[src/hw/frontend_defs.svh]
// Front end configuration macros
// Reset fetch address and the depths of the fetch target queue
// and the instruction buffer

`ifndef FRONTEND_DEFS_SVH
`define FRONTEND_DEFS_SVH

// First fetch address after reset
`define FRONTEND_RESET_PC 32'h0000_1000

// Fetch target queue entries
`define FTQ_DEPTH 4

// Instruction buffer entries
`define IBUF_DEPTH 8

`endif

[src/hw/frontend_pkg.sv]
// Front end shared types
// Address, instruction and register index types, opcode values,
// decoded instruction classes and bus owner encoding

package frontend_pkg;

  typedef logic [31:0] addr_t;
  typedef logic [31:0] inst_t;
  typedef logic [4:0]  reg_idx_t;
  typedef logic [6:0]  opcode_t;

  // Major opcodes, bits 6..0 of the instruction
  localparam opcode_t OPC_OP     = 7'b0110011;
  localparam opcode_t OPC_OP_IMM = 7'b0010011;
  localparam opcode_t OPC_LOAD   = 7'b0000011;
  localparam opcode_t OPC_STORE  = 7'b0100011;
  localparam opcode_t OPC_BRANCH = 7'b1100011;
  localparam opcode_t OPC_JAL    = 7'b1101111;
  localparam opcode_t OPC_JALR   = 7'b1100111;
  localparam opcode_t OPC_LUI    = 7'b0110111;
  localparam opcode_t OPC_AUIPC  = 7'b0010111;
  localparam opcode_t OPC_SYSTEM = 7'b1110011;

  typedef enum logic [3:0] {
    CLASS_ALU, CLASS_ALU_IMM, CLASS_LOAD, CLASS_STORE, CLASS_BRANCH,
    CLASS_JUMP, CLASS_UPPER_IMM, CLASS_SYSTEM, CLASS_ILLEGAL
  } inst_class_e;

  typedef enum logic {OWNER_FETCH, OWNER_DATA} arb_owner_e;

endpackage

[src/hw/mem_bus_if.sv]
// Request/grant read bus
// The master holds req and addr until gnt, then exactly one rvalid
// with rdata follows one or more cycles later

interface mem_bus_if import frontend_pkg::*; ();

  logic  req;
  addr_t addr;
  logic  gnt;
  logic  rvalid;
  inst_t rdata;

  modport master (
    output req, addr,
    input  gnt, rvalid, rdata
  );

  modport slave (
    input  req, addr,
    output gnt, rvalid, rdata
  );

endinterface

[src/hw/fetch_target_queue.sv]
// Fetch target queue
// Generates sequential fetch addresses and buffers them in a small
// FIFO. A redirect restarts the stream at the redirect target

`include "frontend_defs.svh"

module fetch_target_queue import frontend_pkg::*; (
  input  logic  clk,
  input  logic  rst_n_i,
  input  logic  redirect_i,
  input  addr_t redirect_pc_i,
  input  logic  pop_i,
  output logic  valid_o,
  output addr_t addr_o
);

  localparam int PTR_W = $clog2(`FTQ_DEPTH);
  localparam int CNT_W = $clog2(`FTQ_DEPTH + 1);
  localparam logic [CNT_W-1:0] FULL_CNT = CNT_W'(`FTQ_DEPTH);

  addr_t            mem_q [`FTQ_DEPTH];
  addr_t            next_pc_q;
  logic [PTR_W-1:0] rptr_q;
  logic [PTR_W-1:0] wptr_q;
  logic [CNT_W-1:0] count_q;
  logic             do_push;
  logic             do_pop;

  // Generate whenever there is room
  assign do_push = (count_q != FULL_CNT);
  assign do_pop  = pop_i && (count_q != '0);

  assign valid_o = (count_q != '0);
  assign addr_o  = mem_q[rptr_q];

  always_ff @(posedge clk) begin
    if (!rst_n_i) begin
      next_pc_q <= `FRONTEND_RESET_PC;
      rptr_q    <= '0;
      wptr_q    <= '0;
      count_q   <= '0;
    end else if (redirect_i) begin
      // Queue restarts holding only the target
      next_pc_q <= redirect_pc_i + 32'd4;
      rptr_q    <= '0;
      wptr_q    <= PTR_W'(1);
      count_q   <= CNT_W'(1);
    end else begin
      if (do_push) begin
        next_pc_q <= next_pc_q + 32'd4;
        wptr_q    <= wptr_q + 1'b1;
      end
      if (do_pop) begin
        rptr_q <= rptr_q + 1'b1;
      end
      case ({do_push, do_pop})
        2'b10:   count_q <= count_q + 1'b1;
        2'b01:   count_q <= count_q - 1'b1;
        default: count_q <= count_q;
      endcase
    end
  end

  // Address storage
  always_ff @(posedge clk) begin
    if (redirect_i) begin
      mem_q[0] <= redirect_pc_i;
    end else if (do_push) begin
      mem_q[wptr_q] <= next_pc_q;
    end
  end

endmodule

[src/hw/fetch_unit.sv]
// Instruction fetch unit
// Pops one fetch address at a time, reads the word over the bus and
// pushes it with its pc into the instruction buffer

module fetch_unit import frontend_pkg::*; (
  input  logic  clk,
  input  logic  rst_n_i,
  input  logic  redirect_i,
  input  logic  ftq_valid_i,
  input  addr_t ftq_addr_i,
  output logic  ftq_pop_o,
  input  logic  ibuf_almost_full_i,
  output logic  push_o,
  output addr_t push_pc_o,
  output inst_t push_inst_o,
  mem_bus_if.master bus
);

  typedef enum logic [1:0] {FETCH_IDLE, FETCH_REQ, FETCH_WAIT} fetch_state_e;

  fetch_state_e state_q;
  fetch_state_e state_d;
  logic         stale_q;
  logic         stale_d;
  addr_t        addr_q;
  logic         resp_done;

  // Never pop in a redirect cycle, the popped entry would be old stream
  assign ftq_pop_o = (state_q == FETCH_IDLE) && ftq_valid_i && !ibuf_almost_full_i &&
                     !redirect_i;

  assign bus.req  = (state_q == FETCH_REQ);
  assign bus.addr = addr_q;

  assign resp_done   = (state_q == FETCH_WAIT) && bus.rvalid;
  assign push_o      = resp_done && !stale_q && !redirect_i;
  assign push_pc_o   = addr_q;
  assign push_inst_o = bus.rdata;

  always_comb begin
    state_d = state_q;
    stale_d = stale_q;
    unique case (state_q)
      FETCH_IDLE: if (ftq_pop_o) state_d = FETCH_REQ;
      FETCH_REQ:  if (bus.gnt) state_d = FETCH_WAIT;
      FETCH_WAIT: if (bus.rvalid) state_d = FETCH_IDLE;
      default:    state_d = FETCH_IDLE;
    endcase
    // Mark the read in flight as belonging to the old stream
    if (resp_done) begin
      stale_d = 1'b0;
    end else if (redirect_i && (state_q != FETCH_IDLE)) begin
      stale_d = 1'b1;
    end
  end

  always_ff @(posedge clk) begin
    if (!rst_n_i) begin
      state_q <= FETCH_IDLE;
      stale_q <= 1'b0;
    end else begin
      state_q <= state_d;
      stale_q <= stale_d;
    end
  end

  always_ff @(posedge clk) begin
    if (ftq_pop_o) addr_q <= ftq_addr_i;
  end

endmodule

[src/hw/mem_arbiter.sv]
// Memory bus arbiter
// Round robin between the fetch bus and the data read port, one
// transaction outstanding, responses steered back to their owner

module mem_arbiter import frontend_pkg::*; (
  input  logic  clk,
  input  logic  rst_n_i,
  mem_bus_if.slave  fetch_bus,
  input  logic  data_req_i,
  input  addr_t data_addr_i,
  output logic  data_gnt_o,
  output logic  data_rvalid_o,
  output inst_t data_rdata_o,
  mem_bus_if.master mem_bus
);

  arb_owner_e last_q;
  arb_owner_e owner_q;
  arb_owner_e sel;
  logic       busy_q;
  logic       hold_q;
  logic       can_issue;
  logic       granted;

  // Bus free, or freed by this cycle's response
  assign can_issue = !busy_q || mem_bus.rvalid;

  always_comb begin
    if (hold_q) begin
      // Keep the presented master until it is granted
      sel = owner_q;
    end else if (fetch_bus.req && data_req_i) begin
      sel = (last_q == OWNER_FETCH) ? OWNER_DATA : OWNER_FETCH;
    end else if (data_req_i) begin
      sel = OWNER_DATA;
    end else begin
      sel = OWNER_FETCH;
    end
  end

  assign mem_bus.req  = can_issue && (fetch_bus.req || data_req_i);
  assign mem_bus.addr = (sel == OWNER_DATA) ? data_addr_i : fetch_bus.addr;
  assign granted      = mem_bus.req && mem_bus.gnt;

  assign fetch_bus.gnt = granted && (sel == OWNER_FETCH);
  assign data_gnt_o    = granted && (sel == OWNER_DATA);

  // Response routing by recorded owner
  assign fetch_bus.rvalid = mem_bus.rvalid && busy_q && (owner_q == OWNER_FETCH);
  assign data_rvalid_o    = mem_bus.rvalid && busy_q && (owner_q == OWNER_DATA);
  assign fetch_bus.rdata  = mem_bus.rdata;
  assign data_rdata_o     = mem_bus.rdata;

  always_ff @(posedge clk) begin
    if (!rst_n_i) begin
      last_q  <= OWNER_DATA;
      owner_q <= OWNER_FETCH;
      busy_q  <= 1'b0;
      hold_q  <= 1'b0;
    end else begin
      if (mem_bus.req) owner_q <= sel;
      hold_q <= mem_bus.req && !mem_bus.gnt;
      if (granted) begin
        busy_q <= 1'b1;
        last_q <= sel;
      end else if (mem_bus.rvalid) begin
        busy_q <= 1'b0;
      end
    end
  end

endmodule

[src/hw/inst_buffer.sv]
// Instruction buffer
// Circular FIFO of pc and instruction pairs between fetch and decode,
// with an almost-full level and flush

`include "frontend_defs.svh"

module inst_buffer import frontend_pkg::*; (
  input  logic  clk,
  input  logic  rst_n_i,
  input  logic  flush_i,
  input  logic  push_i,
  input  addr_t push_pc_i,
  input  inst_t push_inst_i,
  output logic  almost_full_o,
  input  logic  pop_i,
  output logic  head_valid_o,
  output addr_t head_pc_o,
  output inst_t head_inst_o
);

  localparam int PTR_W = $clog2(`IBUF_DEPTH);
  localparam int CNT_W = $clog2(`IBUF_DEPTH + 1);
  localparam logic [CNT_W-1:0] FULL_CNT = CNT_W'(`IBUF_DEPTH);

  addr_t            pc_mem_q   [`IBUF_DEPTH];
  inst_t            inst_mem_q [`IBUF_DEPTH];
  logic [PTR_W-1:0] rptr_q;
  logic [PTR_W-1:0] wptr_q;
  logic [CNT_W-1:0] count_q;
  logic             do_push;
  logic             do_pop;

  assign do_push = push_i && (count_q != FULL_CNT);
  assign do_pop  = pop_i && (count_q != '0);

  // At most one free slot left
  assign almost_full_o = (count_q >= FULL_CNT - 1'b1);
  assign head_valid_o  = (count_q != '0);
  assign head_pc_o     = pc_mem_q[rptr_q];
  assign head_inst_o   = inst_mem_q[rptr_q];

  always_ff @(posedge clk) begin
    if (!rst_n_i || flush_i) begin
      rptr_q  <= '0;
      wptr_q  <= '0;
      count_q <= '0;
    end else begin
      if (do_push) wptr_q <= wptr_q + 1'b1;
      if (do_pop)  rptr_q <= rptr_q + 1'b1;
      case ({do_push, do_pop})
        2'b10:   count_q <= count_q + 1'b1;
        2'b01:   count_q <= count_q - 1'b1;
        default: count_q <= count_q;
      endcase
    end
  end

  always_ff @(posedge clk) begin
    if (do_push) begin
      pc_mem_q[wptr_q]   <= push_pc_i;
      inst_mem_q[wptr_q] <= push_inst_i;
    end
  end

endmodule

[src/hw/decode_stage.sv]
// Decode stage
// Classifies the instruction at the buffer head by opcode and holds
// it with pc and rd in a pipeline register for the back end

module decode_stage import frontend_pkg::*; (
  input  logic        clk,
  input  logic        rst_n_i,
  input  logic        flush_i,
  input  logic        head_valid_i,
  input  addr_t       head_pc_i,
  input  inst_t       head_inst_i,
  output logic        pop_o,
  input  logic        dec_ready_i,
  output logic        dec_valid_o,
  output addr_t       dec_pc_o,
  output inst_t       dec_inst_o,
  output inst_class_e dec_class_o,
  output reg_idx_t    dec_rd_o
);

  inst_class_e cls;

  always_comb begin
    unique case (opcode_t'(head_inst_i[6:0]))
      OPC_OP:              cls = CLASS_ALU;
      OPC_OP_IMM:          cls = CLASS_ALU_IMM;
      OPC_LOAD:            cls = CLASS_LOAD;
      OPC_STORE:           cls = CLASS_STORE;
      OPC_BRANCH:          cls = CLASS_BRANCH;
      OPC_JAL, OPC_JALR:   cls = CLASS_JUMP;
      OPC_LUI, OPC_AUIPC:  cls = CLASS_UPPER_IMM;
      OPC_SYSTEM:          cls = CLASS_SYSTEM;
      default:             cls = CLASS_ILLEGAL;
    endcase
  end

  // Load when the register is empty or drained this cycle
  assign pop_o = head_valid_i && (!dec_valid_o || dec_ready_i) && !flush_i;

  always_ff @(posedge clk) begin
    if (!rst_n_i || flush_i) begin
      dec_valid_o <= 1'b0;
    end else if (pop_o) begin
      dec_valid_o <= 1'b1;
    end else if (dec_ready_i) begin
      dec_valid_o <= 1'b0;
    end
  end

  // Payload
  always_ff @(posedge clk) begin
    if (pop_o) begin
      dec_pc_o    <= head_pc_i;
      dec_inst_o  <= head_inst_i;
      dec_class_o <= cls;
      dec_rd_o    <= head_inst_i[11:7];
    end
  end

endmodule

[src/hw/frontend_top.sv]
// Front end top level
// Fetch target queue, fetch unit, memory arbiter, instruction buffer
// and decode stage, with the memory bus and data port as plain ports

module frontend_top import frontend_pkg::*; (
  input  logic        clk,
  input  logic        rst_n_i,
  input  logic        redirect_i,
  input  addr_t       redirect_pc_i,
  output logic        mem_req_o,
  output addr_t       mem_addr_o,
  input  logic        mem_gnt_i,
  input  logic        mem_rvalid_i,
  input  inst_t       mem_rdata_i,
  input  logic        data_req_i,
  input  addr_t       data_addr_i,
  output logic        data_gnt_o,
  output logic        data_rvalid_o,
  output inst_t       data_rdata_o,
  input  logic        dec_ready_i,
  output logic        dec_valid_o,
  output addr_t       dec_pc_o,
  output inst_t       dec_inst_o,
  output inst_class_e dec_class_o,
  output reg_idx_t    dec_rd_o
);

  logic  ftq_valid;
  addr_t ftq_addr;
  logic  ftq_pop;
  logic  push;
  addr_t push_pc;
  inst_t push_inst;
  logic  ibuf_almost_full;
  logic  head_valid;
  addr_t head_pc;
  inst_t head_inst;
  logic  head_pop;

  mem_bus_if fetch_bus ();
  mem_bus_if mem_bus ();

  // ====================================================================
  // Memory port breakout
  // ====================================================================
  assign mem_req_o      = mem_bus.req;
  assign mem_addr_o     = mem_bus.addr;
  assign mem_bus.gnt    = mem_gnt_i;
  assign mem_bus.rvalid = mem_rvalid_i;
  assign mem_bus.rdata  = mem_rdata_i;

  // ====================================================================
  // Fetch path
  // ====================================================================
  fetch_target_queue u_ftq (
    .clk           (clk),
    .rst_n_i       (rst_n_i),
    .redirect_i    (redirect_i),
    .redirect_pc_i (redirect_pc_i),
    .pop_i         (ftq_pop),
    .valid_o       (ftq_valid),
    .addr_o        (ftq_addr)
  );

  fetch_unit u_fetch (
    .clk                (clk),
    .rst_n_i            (rst_n_i),
    .redirect_i         (redirect_i),
    .ftq_valid_i        (ftq_valid),
    .ftq_addr_i         (ftq_addr),
    .ftq_pop_o          (ftq_pop),
    .ibuf_almost_full_i (ibuf_almost_full),
    .push_o             (push),
    .push_pc_o          (push_pc),
    .push_inst_o        (push_inst),
    .bus                (fetch_bus)
  );

  mem_arbiter u_arb (
    .clk           (clk),
    .rst_n_i       (rst_n_i),
    .fetch_bus     (fetch_bus),
    .data_req_i    (data_req_i),
    .data_addr_i   (data_addr_i),
    .data_gnt_o    (data_gnt_o),
    .data_rvalid_o (data_rvalid_o),
    .data_rdata_o  (data_rdata_o),
    .mem_bus       (mem_bus)
  );

  // ====================================================================
  // Buffer and decode
  // ====================================================================
  inst_buffer u_ibuf (
    .clk           (clk),
    .rst_n_i       (rst_n_i),
    .flush_i       (redirect_i),
    .push_i        (push),
    .push_pc_i     (push_pc),
    .push_inst_i   (push_inst),
    .almost_full_o (ibuf_almost_full),
    .pop_i         (head_pop),
    .head_valid_o  (head_valid),
    .head_pc_o     (head_pc),
    .head_inst_o   (head_inst)
  );

  decode_stage u_dec (
    .clk          (clk),
    .rst_n_i      (rst_n_i),
    .flush_i      (redirect_i),
    .head_valid_i (head_valid),
    .head_pc_i    (head_pc),
    .head_inst_i  (head_inst),
    .pop_o        (head_pop),
    .dec_ready_i  (dec_ready_i),
    .dec_valid_o  (dec_valid_o),
    .dec_pc_o     (dec_pc_o),
    .dec_inst_o   (dec_inst_o),
    .dec_class_o  (dec_class_o),
    .dec_rd_o     (dec_rd_o)
  );

endmodule

[config.mk]
export PLATFORM = sky130hd
export DESIGN_NAME = frontend_top
export DESIGN_NICKNAME = d
export VERILOG_FILES = /design/src/hw/frontend_pkg.sv /design/src/hw/mem_bus_if.sv /design/src/hw/fetch_target_queue.sv /design/src/hw/fetch_unit.sv /design/src/hw/mem_arbiter.sv /design/src/hw/inst_buffer.sv /design/src/hw/decode_stage.sv /design/src/hw/frontend_top.sv
export VERILOG_INCLUDE_DIRS = /design/src /design/src/hw
export SDC_FILE = /design/constraint.sdc
export NUM_CORES = 1
export LEC_CHECK = 0
export ABC_AREA = 1
export BUFFER_PORTS_ARGS = -buffer_cell sky130_fd_sc_hd__buf_2
export CAP_MARGIN = 20
export CORE_UTILIZATION = 60
export CTS_BUF_LIST = sky130_fd_sc_hd__clkbuf_16
export CTS_CLUSTER_SIZE = 28
export DETAILED_ROUTE_END_ITERATION = 7
export GPL_TIMING_DRIVEN = 0
export PLACE_DENSITY = 0.8
export REMOVE_ABC_BUFFERS = 1
export SYNTH_ARGS = -nofsm -noshare
export SYNTH_HDL_FRONTEND = slang
export SYNTH_SLANG_ARGS = --single-unit
export TNS_END_PERCENT = 30
[constraint.sdc]
create_clock -name clk -period 8 [get_ports clk]
set_input_delay 1.2 -clock clk [delete_from_list [all_inputs] [get_ports clk]]
set_output_delay 1.2 -clock clk [all_outputs]
set_load 0.02 [all_outputs]
==> results.ini <==
[setup_path]
cp_cell_sequence = buf_2 > o211ai_1 > nand2_1 > buf_16 > clkinv_1 > buf_16 > nand2_1 > nand2_1 > buf_2
critPathTopFamily = buffers and inverters
cpMostUsedCell = nand2_1
cp-end-kind = output pin
arrival_ns = 3.42
worstPathRequired_ns = 6.80
critPathLaunchType = input port
cp_max_fo = 20
critPathSlowestCell = clkinv_1
max_stage_delay_ns = 0.53
critPathKind = in -> out
worst-path-buf-inv = 5

[clocking]
cts_made_buffers = 78
cts_setup_buffers = 0
clockBufferDepth = 3
clk-insertion-delay-late_ns = 0.60
htree_levels = 3
cts_hold_buffers = 0
clkSlewWorstSetupHoldPaths_ns = 0.07
post_cts_resized = 0
cts.sinks = 800
cts_root_buf = clkbuf_16
cts_tree = built

[floorplanning]
die_area_um2 = 55100
die_x_um = 235
design.core.area_um2 = 53000
io_pins = 244
dieHeight_um = 235
rows = 84
initial_core_util_pct = 61.3

[power_and_ir_drop]
total_power_mw = 8.67
peakVddDrop_mv = 0.150
power.density_nw_per_um2 = 232
power.leakage_nw = 13.9

[timing]
setup_viol = 0
hold_viol = 0
min_period_ns = 4.62
worst_pin_slew_ns = 1.13
slew_viol_final = 0
skew_ns = 0.0200
final.period_utilization_pct = 57.8
slew_headroom_pct = 24.0
tns_ns = 0
max_freq_mhz = 216
rsz0062_at_grt = false

[routing]
vias = 22600
drt-total-wl_um = 79500
post_drt_via_cell_ratio = 6.01
drtIter0Drc = 2753
drc = 0
ant_nets = 0
drt_pre_antenna_iters = 6
routedWlPerCell_um = 21.1

[layout]
antenna_cells = 0
final_common_cell = edfxtp_1
layout_common_cells = 740 x edfxtp_1, 564 x nor2_1, 409 x nand2_1
drive_gt1_share_pct = 16.9
nets = 3121
areaGrowthSynthToFinish_pct = 15.2
fillers = 3369

[synth]
yosys.area_share.simple_pct = 13.9
synth_top_cells_by_area = edfxtp_1 68%, nor2_1 6.6%, o21ai_0 5.5%, nand2_1 4.7%, dfxtp_1 3.7%
synth_flop_cell = edfxtp_1
synth_top_family_by_area = simple AND/OR/NAND/NOR gates
syn_area_um2 = 32500
syn_area_per_cell_um2 = 11.6
seq_area_frac_synth_pct = 72.1
synth-seq-cells = 800
synth_top_cell_area_share_pct = 68.4
synth-xor-area-share_pct = 0.243
synth_mux_area_share_pct = 0
synth-edff-count = 740
synth_cell_types = 42
async_flop_share_pct = 0
synth_compound_area_share_pct = 9.25
syn_inst = 2790
yosys_warnings = 0
synth_top_area_cell = edfxtp_1
synth_fa_ha_area_share_pct = 0.293

[global_routing]
antenna_found_initial = 0
grt.total_usage_pct = 28.2
grt_overflow = 0
grt_pass1_vias = 21900
grt_max_degree = 92
grt_pass1_wl_um = 120000

[flow_run]
max-cap-violations = 0

[run_status]
outcome = finished, final reports clean

[min_path]
hold_path_class = reg -> reg

[placed_design]
portBuffers = 243
routabilityCongestion = 0.862
dp_hpwl_um = 48900

where the power goes:
group          leakage, nW  switching (mW)  total (mW)  internal [mW]
Clock                 1.28            1.52        3.57           2.06
Combinational         5.42           0.278       0.394          0.116
Sequential            7.23          0.0557        4.71           4.65
Total                 13.9            1.85        8.67           6.82
kinds of logic after synthesis:
| family | Yosys count |
|---|---|
| AOI/OAI and AO/OA | 551 |
| adders and majority gates | 7 |
| buffers and inverters | 304 |
| xor gates and xnor gates | 9 |
| DFF | 800 |
| and+or+nand+nor | 1119 |
cell usage after synthesis (2+ instances only):
master / count
edfxtp_1: 740
nor2_1: 568
nand2_1: 409
o21ai_0: 354
inv_1: 113
clkbuf_1: 105
o22ai_1: 89
nand3_1: 62
dfxtp_1: 60
a31oi_1: 59
buf_4: 43
a21oi_1: 31
nand2_2: 29
buf_1: 17
buf_2: 14
nor3_1: 14
nor2_2: 13
nand4_1: 10
xor2_1: 7
ha_1: 6
inv_2: 6
o211ai_1: 5
nor2_4: 4
o21ai_1: 4
o21bai_1: 4
buf_6: 2
buf_8: 2
nand2_4: 2
nand3_2: 2
o21ai_4: 2
or2_2: 2
xnor2_1: 2
per-layer routing:
layer,wire [µm],vias to the layer above,GRT usage [%]
li1,-,10200,-
met1,30500,11000,36.7
met2,40600,1249,49.0
met3,6370,164,3.56
met4,2050,0,9.85
met5,0,-,0
registers in the layout, indices dropped and copies added, names as in the netlist, 3 cells and up, named ones only:
name	count
u_ibuf.inst_mem_q	256
u_ibuf.count_q	4
u_ftq.count_q	3
u_dec.dec_inst_o	28
u_fetch.bus.addr	32
u_dec.dec_rd_o	4
u_ftq.next_pc_q	32
u_dec.dec_pc_o	32
u_dec.dec_class_o	4
u_ibuf.pc_mem_q	256
u_ibuf.rptr_q	3
u_ftq.mem_q	128
u_ibuf.wptr_q	3
worst min-delay path, stage by stage, from the launching register on:
cell and delay, ns:
dfxtp_1 0.31, nand2_1 0.06, a21oi_1 0.06
stage by stage:
step	utilization (%)	hold slack, ns	setup WS, ns	cells	instance area (µm²)
CTS	70.6	0.472	3.37	3757	37400
detailed placement	65.9	0.462	3.07	3618	34900
finish	70.6	0.473	3.38	3758	37400
global route	70.6	0.492	3.24	3758	37400
floorplan	-	0.445	1.18	2606	31500
global placement	63.5	0.454	-3.85	3537	33600
area by class of cell:
class	instances	area, µm²	area share, %
clock inverters	58	444	1.19
well taps	688	861	2.30
clock buffers	81	2030	5.42
repair buffers	325	2440	6.51
flip-flops and latches	800	23400	62.6
inverters	120	458	1.22
multi-input cells	1686	7750	20.7
final timing paths:
check / start / end / slack (ns) / cells after the start
hold reg to reg: u_ftq.next_pc_q[15]$_SDFFE_PN0N_ / u_ftq.next_pc_q[15]$_SDFFE_PN0N_ / 0.47 / 2
setup / recovery: data_req_i / mem_addr_o[7] / 3.38 / 9
setup reg to reg: u_ftq.count_q[0]$_SDFFE_PN0P_ / u_ftq.mem_q[3][17]$_DFFE_PP_ / 4.66 / 9
hold / removal: u_ftq.next_pc_q[15]$_SDFFE_PN0N_ / u_ftq.next_pc_q[15]$_SDFFE_PN0N_ / 0.47 / 2
(Power assumes the default switching activity.)
